$ cat src/logic/exmem_pkg.sv
package exmem_pkg;

    //////////////////////////////////////////////////
    // widths and limits
    //////////////////////////////////////////////////

    localparam int xlen           = 32;
    localparam int rob_idx_w      = 4;
    localparam int reg_idx_w      = 5;
    localparam int shamt_w        = $clog2(xlen);
    localparam int timeout_cycles = 16;                          // cycles a bus phase may wait.
    localparam int timer_w        = $clog2(timeout_cycles + 1);
    localparam logic [xlen-1:0] pc_step = 4;

    //////////////////////////////////////////////////
    // encodings
    //////////////////////////////////////////////////

    typedef enum logic [3:0] {
        op_add,
        op_sub,
        op_and,
        op_or,
        op_xor,
        op_sll,
        op_srl,
        op_slt,
        op_beq,
        op_bne,
        op_load,
        op_store
    } op_e;

    typedef enum logic [2:0] {
        exc_none,
        exc_misaligned,
        exc_bus_timeout
    } exc_e;

    typedef enum logic [1:0] {
        st_idle,
        st_req,
        st_release,
        st_retire
    } mem_state_e;

    //////////////////////////////////////////////////
    // stage records
    //////////////////////////////////////////////////

    typedef struct packed {
        op_e                  op;
        logic [xlen-1:0]      pc;
        logic [xlen-1:0]      a;
        logic [xlen-1:0]      b;
        logic [xlen-1:0]      imm;
        logic [xlen-1:0]      store_data;
        logic [reg_idx_w-1:0] rd;
        logic [rob_idx_w-1:0] rob_idx;
        logic                 valid;
    } issue_t;

    typedef struct packed {
        logic                 valid;
        op_e                  op;
        logic [xlen-1:0]      alu_out;    // result, or the address for memory ops.
        logic [xlen-1:0]      store_data;
        logic [xlen-1:0]      new_pc;
        logic                 branch_taken;
        logic [reg_idx_w-1:0] rd;
        logic                 write_enable;
        logic                 mem_read;
        logic                 mem_write;
        logic [rob_idx_w-1:0] rob_idx;
        exc_e                 exc;
    } exmem_t;

    typedef struct packed {
        logic                 valid;
        logic [rob_idx_w-1:0] rob_idx;
        logic [xlen-1:0]      value;
        logic [xlen-1:0]      new_pc;
        logic                 branch_taken;
        logic [reg_idx_w-1:0] rd;
        logic                 write_enable;
        exc_e                 exc;
    } retire_t;

    typedef struct packed {
        logic            req;
        logic            we;
        logic [xlen-1:0] addr;
        logic [xlen-1:0] wdata;
    } bus_req_t;

endpackage

$ cat src/logic/alu_unit.sv
`timescale 1ns/1ps

module alu_unit (
    input  exmem_pkg::issue_t issue,
    output exmem_pkg::exmem_t result
);
    import exmem_pkg::*;

    logic [xlen-1:0] addr;
    logic [xlen-1:0] target;
    logic            misaligned;

    assign addr       = issue.a + issue.imm;    // effective address for loads and stores.
    assign target     = issue.pc + issue.imm;
    assign misaligned = (addr[1:0] != 2'b00);   // only word accesses exist.

    always_comb begin
        result              = '0;
        result.valid        = issue.valid;
        result.op           = issue.op;
        result.store_data   = issue.store_data;
        result.rd           = issue.rd;
        result.rob_idx      = issue.rob_idx;
        result.new_pc       = issue.pc + pc_step;
        result.write_enable = 1'b1;
        result.exc          = exc_none;

        case (issue.op)
            op_add: result.alu_out = issue.a + issue.b;
            op_sub: result.alu_out = issue.a - issue.b;
            op_and: result.alu_out = issue.a & issue.b;
            op_or:  result.alu_out = issue.a | issue.b;
            op_xor: result.alu_out = issue.a ^ issue.b;
            op_sll: result.alu_out = issue.a << issue.b[shamt_w-1:0];
            op_srl: result.alu_out = issue.a >> issue.b[shamt_w-1:0];
            op_slt: result.alu_out = xlen'($signed(issue.a) < $signed(issue.b));
            op_beq, op_bne: begin
                // the ROB decides on redirect from branch_taken and new_pc.
                result.alu_out      = target;
                result.new_pc       = target;
                result.branch_taken = (issue.op == op_beq) ? (issue.a == issue.b)
                                                           : (issue.a != issue.b);
                result.write_enable = 1'b0;
            end
            op_load: begin
                result.alu_out = addr;
                if (misaligned) begin
                    result.exc          = exc_misaligned;
                    result.write_enable = 1'b0;
                end else begin
                    result.mem_read = 1'b1;
                end
            end
            op_store: begin
                result.alu_out      = addr;
                result.write_enable = 1'b0;
                if (misaligned) begin
                    result.exc = exc_misaligned;
                end else begin
                    result.mem_write = 1'b1;
                end
            end
            default: begin
                result.write_enable = 1'b0;   // unused encodings retire as no-ops.
            end
        endcase
    end

endmodule

$ cat src/logic/ex_mem_regs.sv
`timescale 1ns/1ps

module ex_mem_regs (
    input  logic              clk,
    input  logic              rst_n,
    input  logic              stall,
    input  exmem_pkg::exmem_t d,
    output exmem_pkg::exmem_t q
);
    import exmem_pkg::*;

    logic                 load;

    logic                 valid_q;
    logic                 branch_taken_q;
    logic                 write_enable_q;
    logic                 mem_read_q;
    logic                 mem_write_q;
    exc_e                 exc_q;

    op_e                  op_q;
    logic [xlen-1:0]      alu_out_q;
    logic [xlen-1:0]      store_data_q;
    logic [xlen-1:0]      new_pc_q;
    logic [reg_idx_w-1:0] rd_q;
    logic [rob_idx_w-1:0] rob_idx_q;

    assign load = !stall;   // the stage freezes while memory is busy.

    //////////////////////////////////////////////////
    // control fields
    //////////////////////////////////////////////////

    always_ff @(posedge clk or negedge rst_n) begin
        if (!rst_n) begin
            valid_q        <= 1'b0;
            branch_taken_q <= 1'b0;
            write_enable_q <= 1'b0;
            mem_read_q     <= 1'b0;
            mem_write_q    <= 1'b0;
            exc_q          <= exc_none;
        end else if (load) begin
            valid_q        <= d.valid;
            branch_taken_q <= d.branch_taken;
            write_enable_q <= d.write_enable;
            mem_read_q     <= d.mem_read;
            mem_write_q    <= d.mem_write;
            exc_q          <= d.exc;
        end
    end

    //////////////////////////////////////////////////
    // payload fields
    //////////////////////////////////////////////////

    always_ff @(posedge clk) begin
        if (load) begin
            op_q         <= d.op;
            alu_out_q    <= d.alu_out;
            store_data_q <= d.store_data;
            new_pc_q     <= d.new_pc;
            rd_q         <= d.rd;
            rob_idx_q    <= d.rob_idx;
        end
    end

    assign q = '{valid:        valid_q,
                 op:           op_q,
                 alu_out:      alu_out_q,
                 store_data:   store_data_q,
                 new_pc:       new_pc_q,
                 branch_taken: branch_taken_q,
                 rd:           rd_q,
                 write_enable: write_enable_q,
                 mem_read:     mem_read_q,
                 mem_write:    mem_write_q,
                 rob_idx:      rob_idx_q,
                 exc:          exc_q};

    // the memory controller relies on seeing one entry for the whole access.
    hold_under_stall: assert property (@(posedge clk) disable iff (!rst_n)
        stall |=> $stable(q))
        else $error("EX/MEM contents changed on a stalled edge.");

endmodule

$ cat src/logic/bus_timer.sv
`timescale 1ns/1ps

module bus_timer (
    input  logic clk,
    input  logic rst_n,
    input  logic run,
    output logic timed_out
);
    import exmem_pkg::*;

    logic [timer_w-1:0] count;
    logic               at_limit;

    assign at_limit = (count == timer_w'(timeout_cycles));

    // counts waiting cycles of one bus phase and sticks at the limit.
    always_ff @(posedge clk or negedge rst_n) begin
        if (!rst_n) begin
            count <= '0;
        end else if (!run) begin
            count <= '0;                     // each new phase starts from zero.
        end else if (!at_limit) begin
            count <= count + 1'b1;
        end
    end

    // only a running phase can time out.
    assign timed_out = run && at_limit;

endmodule

$ cat src/logic/mem_stage_ctrl.sv
`timescale 1ns/1ps

module mem_stage_ctrl (
    input  logic                clk,
    input  logic                rst_n,
    input  exmem_pkg::exmem_t   ex,
    input  logic                mem_ack,
    input  logic [31:0]         mem_rdata,
    input  logic                timed_out,
    output exmem_pkg::bus_req_t bus,
    output logic                timer_run,
    output logic                stall,
    output exmem_pkg::retire_t  retire
);
    import exmem_pkg::*;

    mem_state_e      state;
    bus_req_t        bus_q;
    retire_t         retire_q;
    logic [xlen-1:0] rdata_q;
    logic            timeout_seen;   // the request phase ran out without an ack.
    logic            mem_op;
    logic            bus_timeout;

    function automatic retire_t pack_retire(exmem_t e, logic [xlen-1:0] value,
                                            exc_e exc, logic we);
        retire_t r;
        r.valid        = 1'b1;
        r.rob_idx      = e.rob_idx;
        r.value        = value;
        r.new_pc       = e.new_pc;
        r.branch_taken = e.branch_taken;
        r.rd           = e.rd;
        r.write_enable = we;
        r.exc          = exc;
        return r;
    endfunction

    assign mem_op      = ex.valid && (ex.mem_read || ex.mem_write);
    assign bus_timeout = timeout_seen || timed_out;

    //////////////////////////////////////////////////
    // stall and timer control
    //////////////////////////////////////////////////

    always_comb begin
        unique case (state)
            st_idle:    stall = mem_op;   // raised in the cycle the access arrives.
            st_retire:  stall = 1'b0;
            default:    stall = 1'b1;
        endcase
    end

    always_comb begin
        unique case (state)
            st_req:     timer_run = !mem_ack;
            st_release: timer_run = mem_ack;
            default:    timer_run = 1'b0;
        endcase
    end

    //////////////////////////////////////////////////
    // four-phase handshake and retire
    //////////////////////////////////////////////////

    always_ff @(posedge clk or negedge rst_n) begin
        if (!rst_n) begin
            state        <= st_idle;
            bus_q        <= '0;
            retire_q     <= '0;
            timeout_seen <= 1'b0;
        end else begin
            retire_q.valid <= 1'b0;
            unique case (state)
                st_idle: begin
                    timeout_seen <= 1'b0;
                    if (mem_op) begin
                        bus_q.req   <= 1'b1;
                        bus_q.we    <= ex.mem_write;
                        bus_q.addr  <= ex.alu_out;
                        bus_q.wdata <= ex.store_data;
                        state       <= st_req;
                    end else if (ex.valid) begin
                        retire_q <= pack_retire(ex, ex.alu_out, ex.exc, ex.write_enable);
                    end
                end
                st_req: begin
                    if (mem_ack) begin
                        bus_q.req <= 1'b0;
                        state     <= st_release;
                    end else if (timed_out) begin
                        bus_q.req    <= 1'b0;
                        timeout_seen <= 1'b1;
                        state        <= st_release;
                    end
                end
                st_release: begin
                    // wait for ack to fall unless that wait times out too.
                    if (!mem_ack || timed_out) begin
                        retire_q <= pack_retire(ex,
                            (ex.mem_read && !bus_timeout) ? rdata_q : ex.alu_out,
                            bus_timeout ? exc_bus_timeout : ex.exc,
                            ex.write_enable && !bus_timeout);
                        state    <= st_retire;
                    end
                end
                st_retire: begin
                    state <= st_idle;   // EX/MEM takes the next entry on this edge.
                end
            endcase
        end
    end

    always_ff @(posedge clk) begin
        if (state == st_req && mem_ack) begin
            rdata_q <= mem_rdata;   // read data is valid while ack is high.
        end
    end

    assign bus    = bus_q;
    assign retire = retire_q;

    // ack must have been low on the edge that raised req.
    req_after_ack_low: assert property (@(posedge clk) disable iff (!rst_n)
        $rose(bus.req) |-> !$past(mem_ack))
        else $error("Bus request raised while ack was still high.");

    mem_retire_pulse: assert property (@(posedge clk) disable iff (!rst_n)
        (state == st_retire) |-> retire.valid ##1 !retire.valid)
        else $error("Memory retire was not a single-cycle pulse.");

endmodule

$ cat src/logic/exmem_slice.sv
`timescale 1ns/1ps

module exmem_slice (
    input  logic                clk,
    input  logic                rst_n,
    input  exmem_pkg::issue_t   issue,
    output logic                ready,
    output exmem_pkg::bus_req_t bus,
    input  logic                mem_ack,
    input  logic [31:0]         mem_rdata,
    output exmem_pkg::retire_t  retire
);
    import exmem_pkg::*;

    exmem_t ex_d;        // combinational execute result.
    exmem_t ex_q;        // registered EX/MEM entry.
    logic   stall;
    logic   timer_run;
    logic   timed_out;

    //////////////////////////////////////////////////
    // execute stage
    //////////////////////////////////////////////////

    alu_unit alu_unit_inst (
        .issue  (issue),
        .result (ex_d)
    );

    ex_mem_regs ex_mem_regs_inst (
        .clk   (clk),
        .rst_n (rst_n),
        .stall (stall),
        .d     (ex_d),
        .q     (ex_q)
    );

    //////////////////////////////////////////////////
    // memory stage
    //////////////////////////////////////////////////

    bus_timer bus_timer_inst (
        .clk       (clk),
        .rst_n     (rst_n),
        .run       (timer_run),
        .timed_out (timed_out)
    );

    mem_stage_ctrl mem_stage_ctrl_inst (
        .clk       (clk),
        .rst_n     (rst_n),
        .ex        (ex_q),
        .mem_ack   (mem_ack),
        .mem_rdata (mem_rdata),
        .timed_out (timed_out),
        .bus       (bus),
        .timer_run (timer_run),
        .stall     (stall),
        .retire    (retire)
    );

    // upstream may issue whenever the EX/MEM register is free to load.
    assign ready = !stall;

endmodule

$ cat config.mk
export PLATFORM = sky130hd
export DESIGN_NAME = exmem_slice
export DESIGN_NICKNAME = d
export VERILOG_FILES = /design/src/logic/exmem_pkg.sv /design/src/logic/alu_unit.sv /design/src/logic/ex_mem_regs.sv /design/src/logic/bus_timer.sv /design/src/logic/mem_stage_ctrl.sv /design/src/logic/exmem_slice.sv
export SDC_FILE = /design/constraint.sdc
export NUM_CORES = 1
export LEC_CHECK = 0
export BUFFER_PORTS_ARGS = -buffer_cell sky130_fd_sc_hd__buf_2
export CAP_MARGIN = 5
export CORE_ASPECT_RATIO = 1.4
export CORE_MARGIN = 4
export CORE_UTILIZATION = 39
export CTS_CLUSTER_SIZE = 12
export DETAILED_ROUTE_END_ITERATION = 10
export GPL_TIMING_DRIVEN = 0
export PLACE_DENSITY_LB_ADDON = 0.1
export SYNTH_ARGS = -nofsm -noshare
export SYNTH_HDL_FRONTEND = slang
export SYNTH_SLANG_ARGS = --single-unit
$ cat constraint.sdc
create_clock -name clk -period 7.6 [get_ports clk]
set_input_delay 0.76 -clock clk [delete_from_list [all_inputs] [get_ports clk]]
set_output_delay 0.76 -clock clk [all_outputs]
set_load 0.05 [all_outputs]
# [Word-level counts from Yosys, hierarchy flattened]
# Index checks and enable logic that the tools add are counted.
[op_classes] add_sub_neg=6 bitwise=3 n_reduce_logical=24 mux=31 order_cmp=1 n_eq_ne=25 shifts=2
[ops] op="$pmux 32 s10" n=1
[ops] op="$mux 79" n=3
[ops] op="$pmux 79 s2" n=1
[ops] op="$add 32x32->32" n=3
[ops] op="$mux 66" n=1
[ops] op="$mux 33" n=1
[ops] op="$add 32x3->32 const B" n=1
[ops] op="$and 32x32->32" n=1
[ops] op="$eq 32x32->1" n=1
[ops] op="$lt 32x32->1" n=1
[ops] op="$mux 32" n=1
[ops] op="$ne 32x32->1" n=1
[ops] op="$or 32x32->32" n=1
[ops] op="$shl 32x5->32" n=1
[ops] op="$shr 32x5->32" n=1
[ops] op="$sub 32x32->32" n=1
[ops] op="$xor 32x32->32" n=1
[ops] op="$eq 4x3->1 const B" n=4
[ops] op="$eq 4x4->1 const B" n=4
[ops] op="$mux 5" n=2
[ops] op="$pmux 1 s2" n=5
[ops] op="$mux 1" n=9
[ops] op="$reduce_and 3->1" n=3
[ops] op="$eq 4x2->1 const B" n=2
[ops] op="other kinds (21)" n=42
[totals] out_inout_bits=146 elab_cells=119 in_bits=209 register_bits=298

# [Depth between registers and ports, before layout]
[logic_depth] depth_word=9 depth_mapped=16 mapped_depth_nobuf=14

# [By module]
# From an unflattened synthesis, not the netlist that was laid out.
[unflattened] cells_unflattened=2685 hier_area_um2=24444.7
[by_module_without_submodules] mod="alu_unit" seq_area_each_um2=0.0 n_inst=1 cells_each=1991 area_each_um2=13176.4
[by_module_without_submodules] mod="mem_stage_ctrl" seq_area_each_um2=4664.5 n_inst=1 cells_each=533 area_each_um2=7324.5
[by_module_without_submodules] mod="ex_mem_regs" seq_area_each_um2=3473.3 n_inst=1 cells_each=132 area_each_um2=3646.0
[by_module_without_submodules] mod="bus_timer" seq_area_each_um2=125.1 n_inst=1 cells_each=28 area_each_um2=294.0
[by_module_without_submodules] mod="exmem_slice" seq_area_each_um2=0.0 n_inst=1 cells_each=1 area_each_um2=3.8

# [Least setup slack after synthesis]
# OpenSTA, ideal clock, no wires.
[synth_path] path_type="register to output" startpoint="register mem_stage_ctrl_inst.state[0]" endpoint="output ready" arrival_time_ps=3879 required_time_ps=6840 n_path_buf=3 path_stages_with_launch=9 slack_ps=2961 path_cell_list="dfrtp_1 -> inv_1 -> ha_1 -> clkbuf_1 -> nand2_1 -> clkbuf_1 -> o21ai_0 -> clkbuf_1 -> inv_1"
[synth_via] elab_chain_len=3 elab_cells_between_ends=4 cone_classes="eq/ne: 1; mux: 1; reduce/logical: 2"
[synth_rtl] element="from (decl)" line="mem_stage_ctrl.sv:17" rtl="mem_state_e state;"
[synth_rtl] element="from (signal assigned)" line="mem_stage_ctrl.sv:68" rtl="state <= st_idle;"
[synth_rtl] element="from (signal assigned)" line="mem_stage_ctrl.sv:82" rtl="state <= st_req;"
[synth_rtl] element="from (signal assigned)" line="mem_stage_ctrl.sv:90" rtl="state <= st_release;"
[synth_rtl] element="$eq 2x2->1 or $logic_not 2->1 (tied branches)" line="mem_stage_ctrl.sv:47" rtl="unique case (state)"
[synth_rtl] element="$pmux 1 s2 *" line="mem_stage_ctrl.sv:47"
[synth_rtl] element="$logic_not 1->1 *" line="exmem_slice.sv:63" rtl="assign ready = !stall;"
[synth_rtl] element="to (decl)" line="exmem_slice.sv:7" rtl="output logic ready,"
# Mark *: on every way between the ends. The rest lies on a longest branch, timed or not.

==> summary.md <==
| Metric | Value |
|---|---|
| Run status | finished, final reports clean |
| Clock latency reported for the late side of the worst-skew pair | 0.54 ns |
| Number of warnings issued by yosys | 0 |
| Data required time of the worst path | 7.75 ns |
| Routability Congestion | 1.04 |
| Total cell area at the placement stage | 25400 µm² |
| F_max | 155 MHz |
| Final Hold Viols | 0 |
| Fraction of layout cells with a size suffix above 1 | 19.5% |
| Detailed-routing iteration count for the pre-antenna-repair pass | 5 |
| # nets final | 3261 |
| Vias in the first global route | 22.4k |
| Cell with the most instances after synthesis | sky130_fd_sc_hd__nand2_1 |
| Worst hold path class | in -> async |
| Seq cells post-synth | 295 |
| Vias after detailed routing | 22.1k |
| Avg WL per Cell | 29.5 µm |
| Largest net degree at the start of global routing | 96 |
| Sum of overflow across all layers after global routing | 0 |
| Cell with the largest stage delay on the worst path | sky130_fd_sc_hd__clkinv_1 |
| Worst setup skew after layout | 0.0125 ns |
| Number of different library cells in the post-synthesis netlist | 85 |
| Signal arrival time at the worst endpoint | 6.59 ns |
| Sequential area share after synthesis | 35.7% |
| Mapped Avg Cell Area | 9.05 µm² |
| DRC violation count after routing | 0 |
| CTS H-tree lvls | 1 |
| Transition time at the pin with the least slew margin | 1.34 ns |
| Post-synth top area cell | sky130_fd_sc_hd__edfxtp_1 |
| DIE AREA | 61900 µm² |
| Synth-to-Final Area Change | 16.0% |
| Total CTS buffers | 28 |
| Post-placement worst setup slack | 0.966 ns |
| Synthesized Nets | 2874 |
| Largest voltage drop on the vdd net | 0.352 mV |
| Number of buffer and inverter instances along the worst setup path | 6 |
| Most used DFF post-synth | sky130_fd_sc_hd__dfrtp_1 |
| Critical-path cell list | buf_2, clkbuf_1, clkinv_1, clkbuf_1, buf_1, ha_1, clkbuf_1, nor2_1, o21ai_0, a21oi_1, o21ai_1, a21oi_1, o211ai_1, a21oi_2, nor2_1, o221ai_1, o2111ai_1 |
| Most repeated library cell on the critical path | sky130_fd_sc_hd__clkbuf_1 |
| Detailed-route wire length | 108 mm |
| PnR worst setup slack | 1.16 ns |
| Top cells by instance count after synthesis | sky130_fd_sc_hd__nand2_1, sky130_fd_sc_hd__o21ai_0, sky130_fd_sc_hd__a21oi_1 |
| Total of cells resized after clock tree synthesis | 0 |
| DP HPWL | 89.9 mm |
| Netlist area before placement | 22600 µm² |
| Kind of start point of the critical path | input pin |
| Critical setup path kind | in -> reg |
| Maximum root-to-sink buffer count | 3 |
| Worst max-slew margin expressed relative to the limit | 9.82% |
| CP delay by family, top | compound AO/OA/AOI/OAI gates |
| CP peak stage delay | 0.70 ns |
| RR Startpoint | mem_stage_ctrl_inst.state[0] |
| Overall track demand over capacity in global routing | 33.3% |
| Number of endpoints failing setup at the final stage | 0 |
| Post-route design area | 26200 µm² |
| Detail-routed via count per cell | 6.06 |
| Pleak | 11.5 nW |
| Post-DRT Antenna Nets | 0 |
| FF-to-FF End | ex_mem_regs_inst.new_pc_q[28] |
| Count of hold buffers inserted by post-cts repair | 0 |
| Cell types occupying the most area after synthesis | sky130_fd_sc_hd__edfxtp_1, sky130_fd_sc_hd__dfrtp_1, sky130_fd_sc_hd__ha_1 |
| Core ar. | 57400 µm² |
| Post-synthesis async set-or-reset flop share | 53.6% |
| TritonCTS clock tree | yes |
| Height of the chip | 293 µm |
| Register-to-Register Path Depth | 9 |
| MaxCap Viol Count | 0 |
| Critical path depth in cells | 17 |
| Setup slack of the worst register-to-register path | 4.11 ns |
| Reg clk slew, reported paths | 0.06 ns |
| Setup Fix Bufs, Post-CTS | 0 |
| Biggest fanout along the worst timing path | 11 |
| Kind of end point of the critical path | flop |
| Ports | 355 |
| Initial antenna violation count | 6 |
| Synthesized instance count | 2495 |
| Max-slew violations | 0 |
| Number of design-rule violations left by the first detailed-router iteration | 1807 |
| Initial Util | 39.3% |
| Share of the clock period used by the worst path after layout | 84.7% |
| Worst hold margin | 0.166 ns |
| Count of flip-flops with a built-in enable after synthesis | 137 |
| Width of the chip | 211 µm |
| Number of placement rows | 104 |
| Summed negative setup slack over all endpoints | 0 ns |
| Clock Sinks | 295 |
| Power per Cell Area | 295 nW/µm² |
| Setup repair after global routing missed its margin | false |
| Clock root cell | sky130_fd_sc_hd__clkbuf_16 |
| Minimum period implied by the final worst setup slack | 6.44 ns |
| Fraction of synthesized cell area taken by the top area cell type | 18.2% |
| Port Buf Inserts | 351 |
| Wire length of the first global-routing pass | 152 mm |
==> cell usage in the layout (no fill, tap or decap), types with 113 or more instances in the layout <==
| master | instances |
|---|---|
| sky130_fd_sc_hd__mux2_2 | 113 |
| sky130_fd_sc_hd__nor2_1 | 193 |
| sky130_fd_sc_hd__ha_1 | 166 |
| sky130_fd_sc_hd__edfxtp_1 | 137 |
| sky130_fd_sc_hd__dfrtp_1 | 158 |
| sky130_fd_sc_hd__nand2_1 | 229 |
| sky130_fd_sc_hd__buf_2 | 372 |
| sky130_fd_sc_hd__o21ai_0 | 227 |
| sky130_fd_sc_hd__a21oi_1 | 203 |
| sky130_fd_sc_hd__clkbuf_1 | 131 |
==> logic make-up after synthesis <==
logic type               share of synthesized area [%]
XOR/XNOR                                          3.57
other                                           0.0166
adder cells (fa/ha/maj)                           9.55
flip-flops                                        35.7
AND/OR/NAND/NOR                                   13.1
buffers and inverters                             4.49
AO/OA/AOI/OAI                                     23.1
multiplexers                                      10.4
==> layout make-up <==
class / instances / area (µm²)
antenna: 6 / 15.0
multi-input combinational: 1940 / 13500
sequential: 295 / 8070
buffer: 145 / 581
clock inverter: 1 / 6.26
fill: 5715 / 31200
timing repair buffer: 357 / 1850
tap: 742 / 928
clock buffer: 50 / 805
inverter: 115 / 435
==> power breakdown <==
part / internal, mW / switching, mW
clock: 0.710 / 0.567
sequential: 2.42 / 0.273
combinational: 1.05 / 2.70
==> layer usage <==
metal	part of all wire, %	GRT usage (%)	routed length, µm
met1	35	35.6	37900
met3	5.6	3.88	5990
met2	50	59.9	53900
met5	0.011	0	12
met4	9.2	24.0	9860
==> how the worst max path moves through the flow <==
stage                                 start                            end  slack, ns
2_1_floorplan  mem_stage_ctrl_inst.state[0]                          ready       2.96
3_3_place_gp   mem_stage_ctrl_inst.state[0]                          ready       0.87
3_5_place_dp                      issue[77]  ex_mem_regs_inst.alu_out_q[0]       0.97
4_1_cts                           issue[77]  ex_mem_regs_inst.alu_out_q[0]       1.52
5_1_grt                           issue[77]  ex_mem_regs_inst.alu_out_q[0]       1.00
6_report                          issue[77]  ex_mem_regs_inst.alu_out_q[0]       1.16
==> through the flow <==
step                power (mW)  cells  util [%]
floorplan                 5.24   2495         -
global placement          6.44   3588      44.0
detailed placement        6.48   3592      44.2
CTS                       7.77   3643      45.6
global route              8.11   3649      45.6
finish                    7.73   3651      45.7
==> registers in the layout (all words and copies together), names as in the netlist <==
signal and flops:
mem_stage_ctrl_inst.retire 78, mem_stage_ctrl_inst.state 2, ex_mem_regs_inst.mem_write_q 1, ex_mem_regs_inst.write_enable_q 1, ex_mem_regs_inst.mem_read_q 1, ex_mem_regs_inst.rd_q 5
ex_mem_regs_inst.new_pc_q 32, ex_mem_regs_inst.store_data_q 32, ex_mem_regs_inst.valid_q 1, mem_stage_ctrl_inst.rdata_q 32, mem_stage_ctrl_inst.bus 66, ex_mem_regs_inst.rob_idx_q 4
mem_stage_ctrl_inst.timeout_seen 1, ex_mem_regs_inst.exc_q 1, ex_mem_regs_inst.branch_taken_q 1, bus_timer_inst.count 5, ex_mem_regs_inst.alu_out_q 32
No activity file was read; power rests on OpenSTA's default activity.
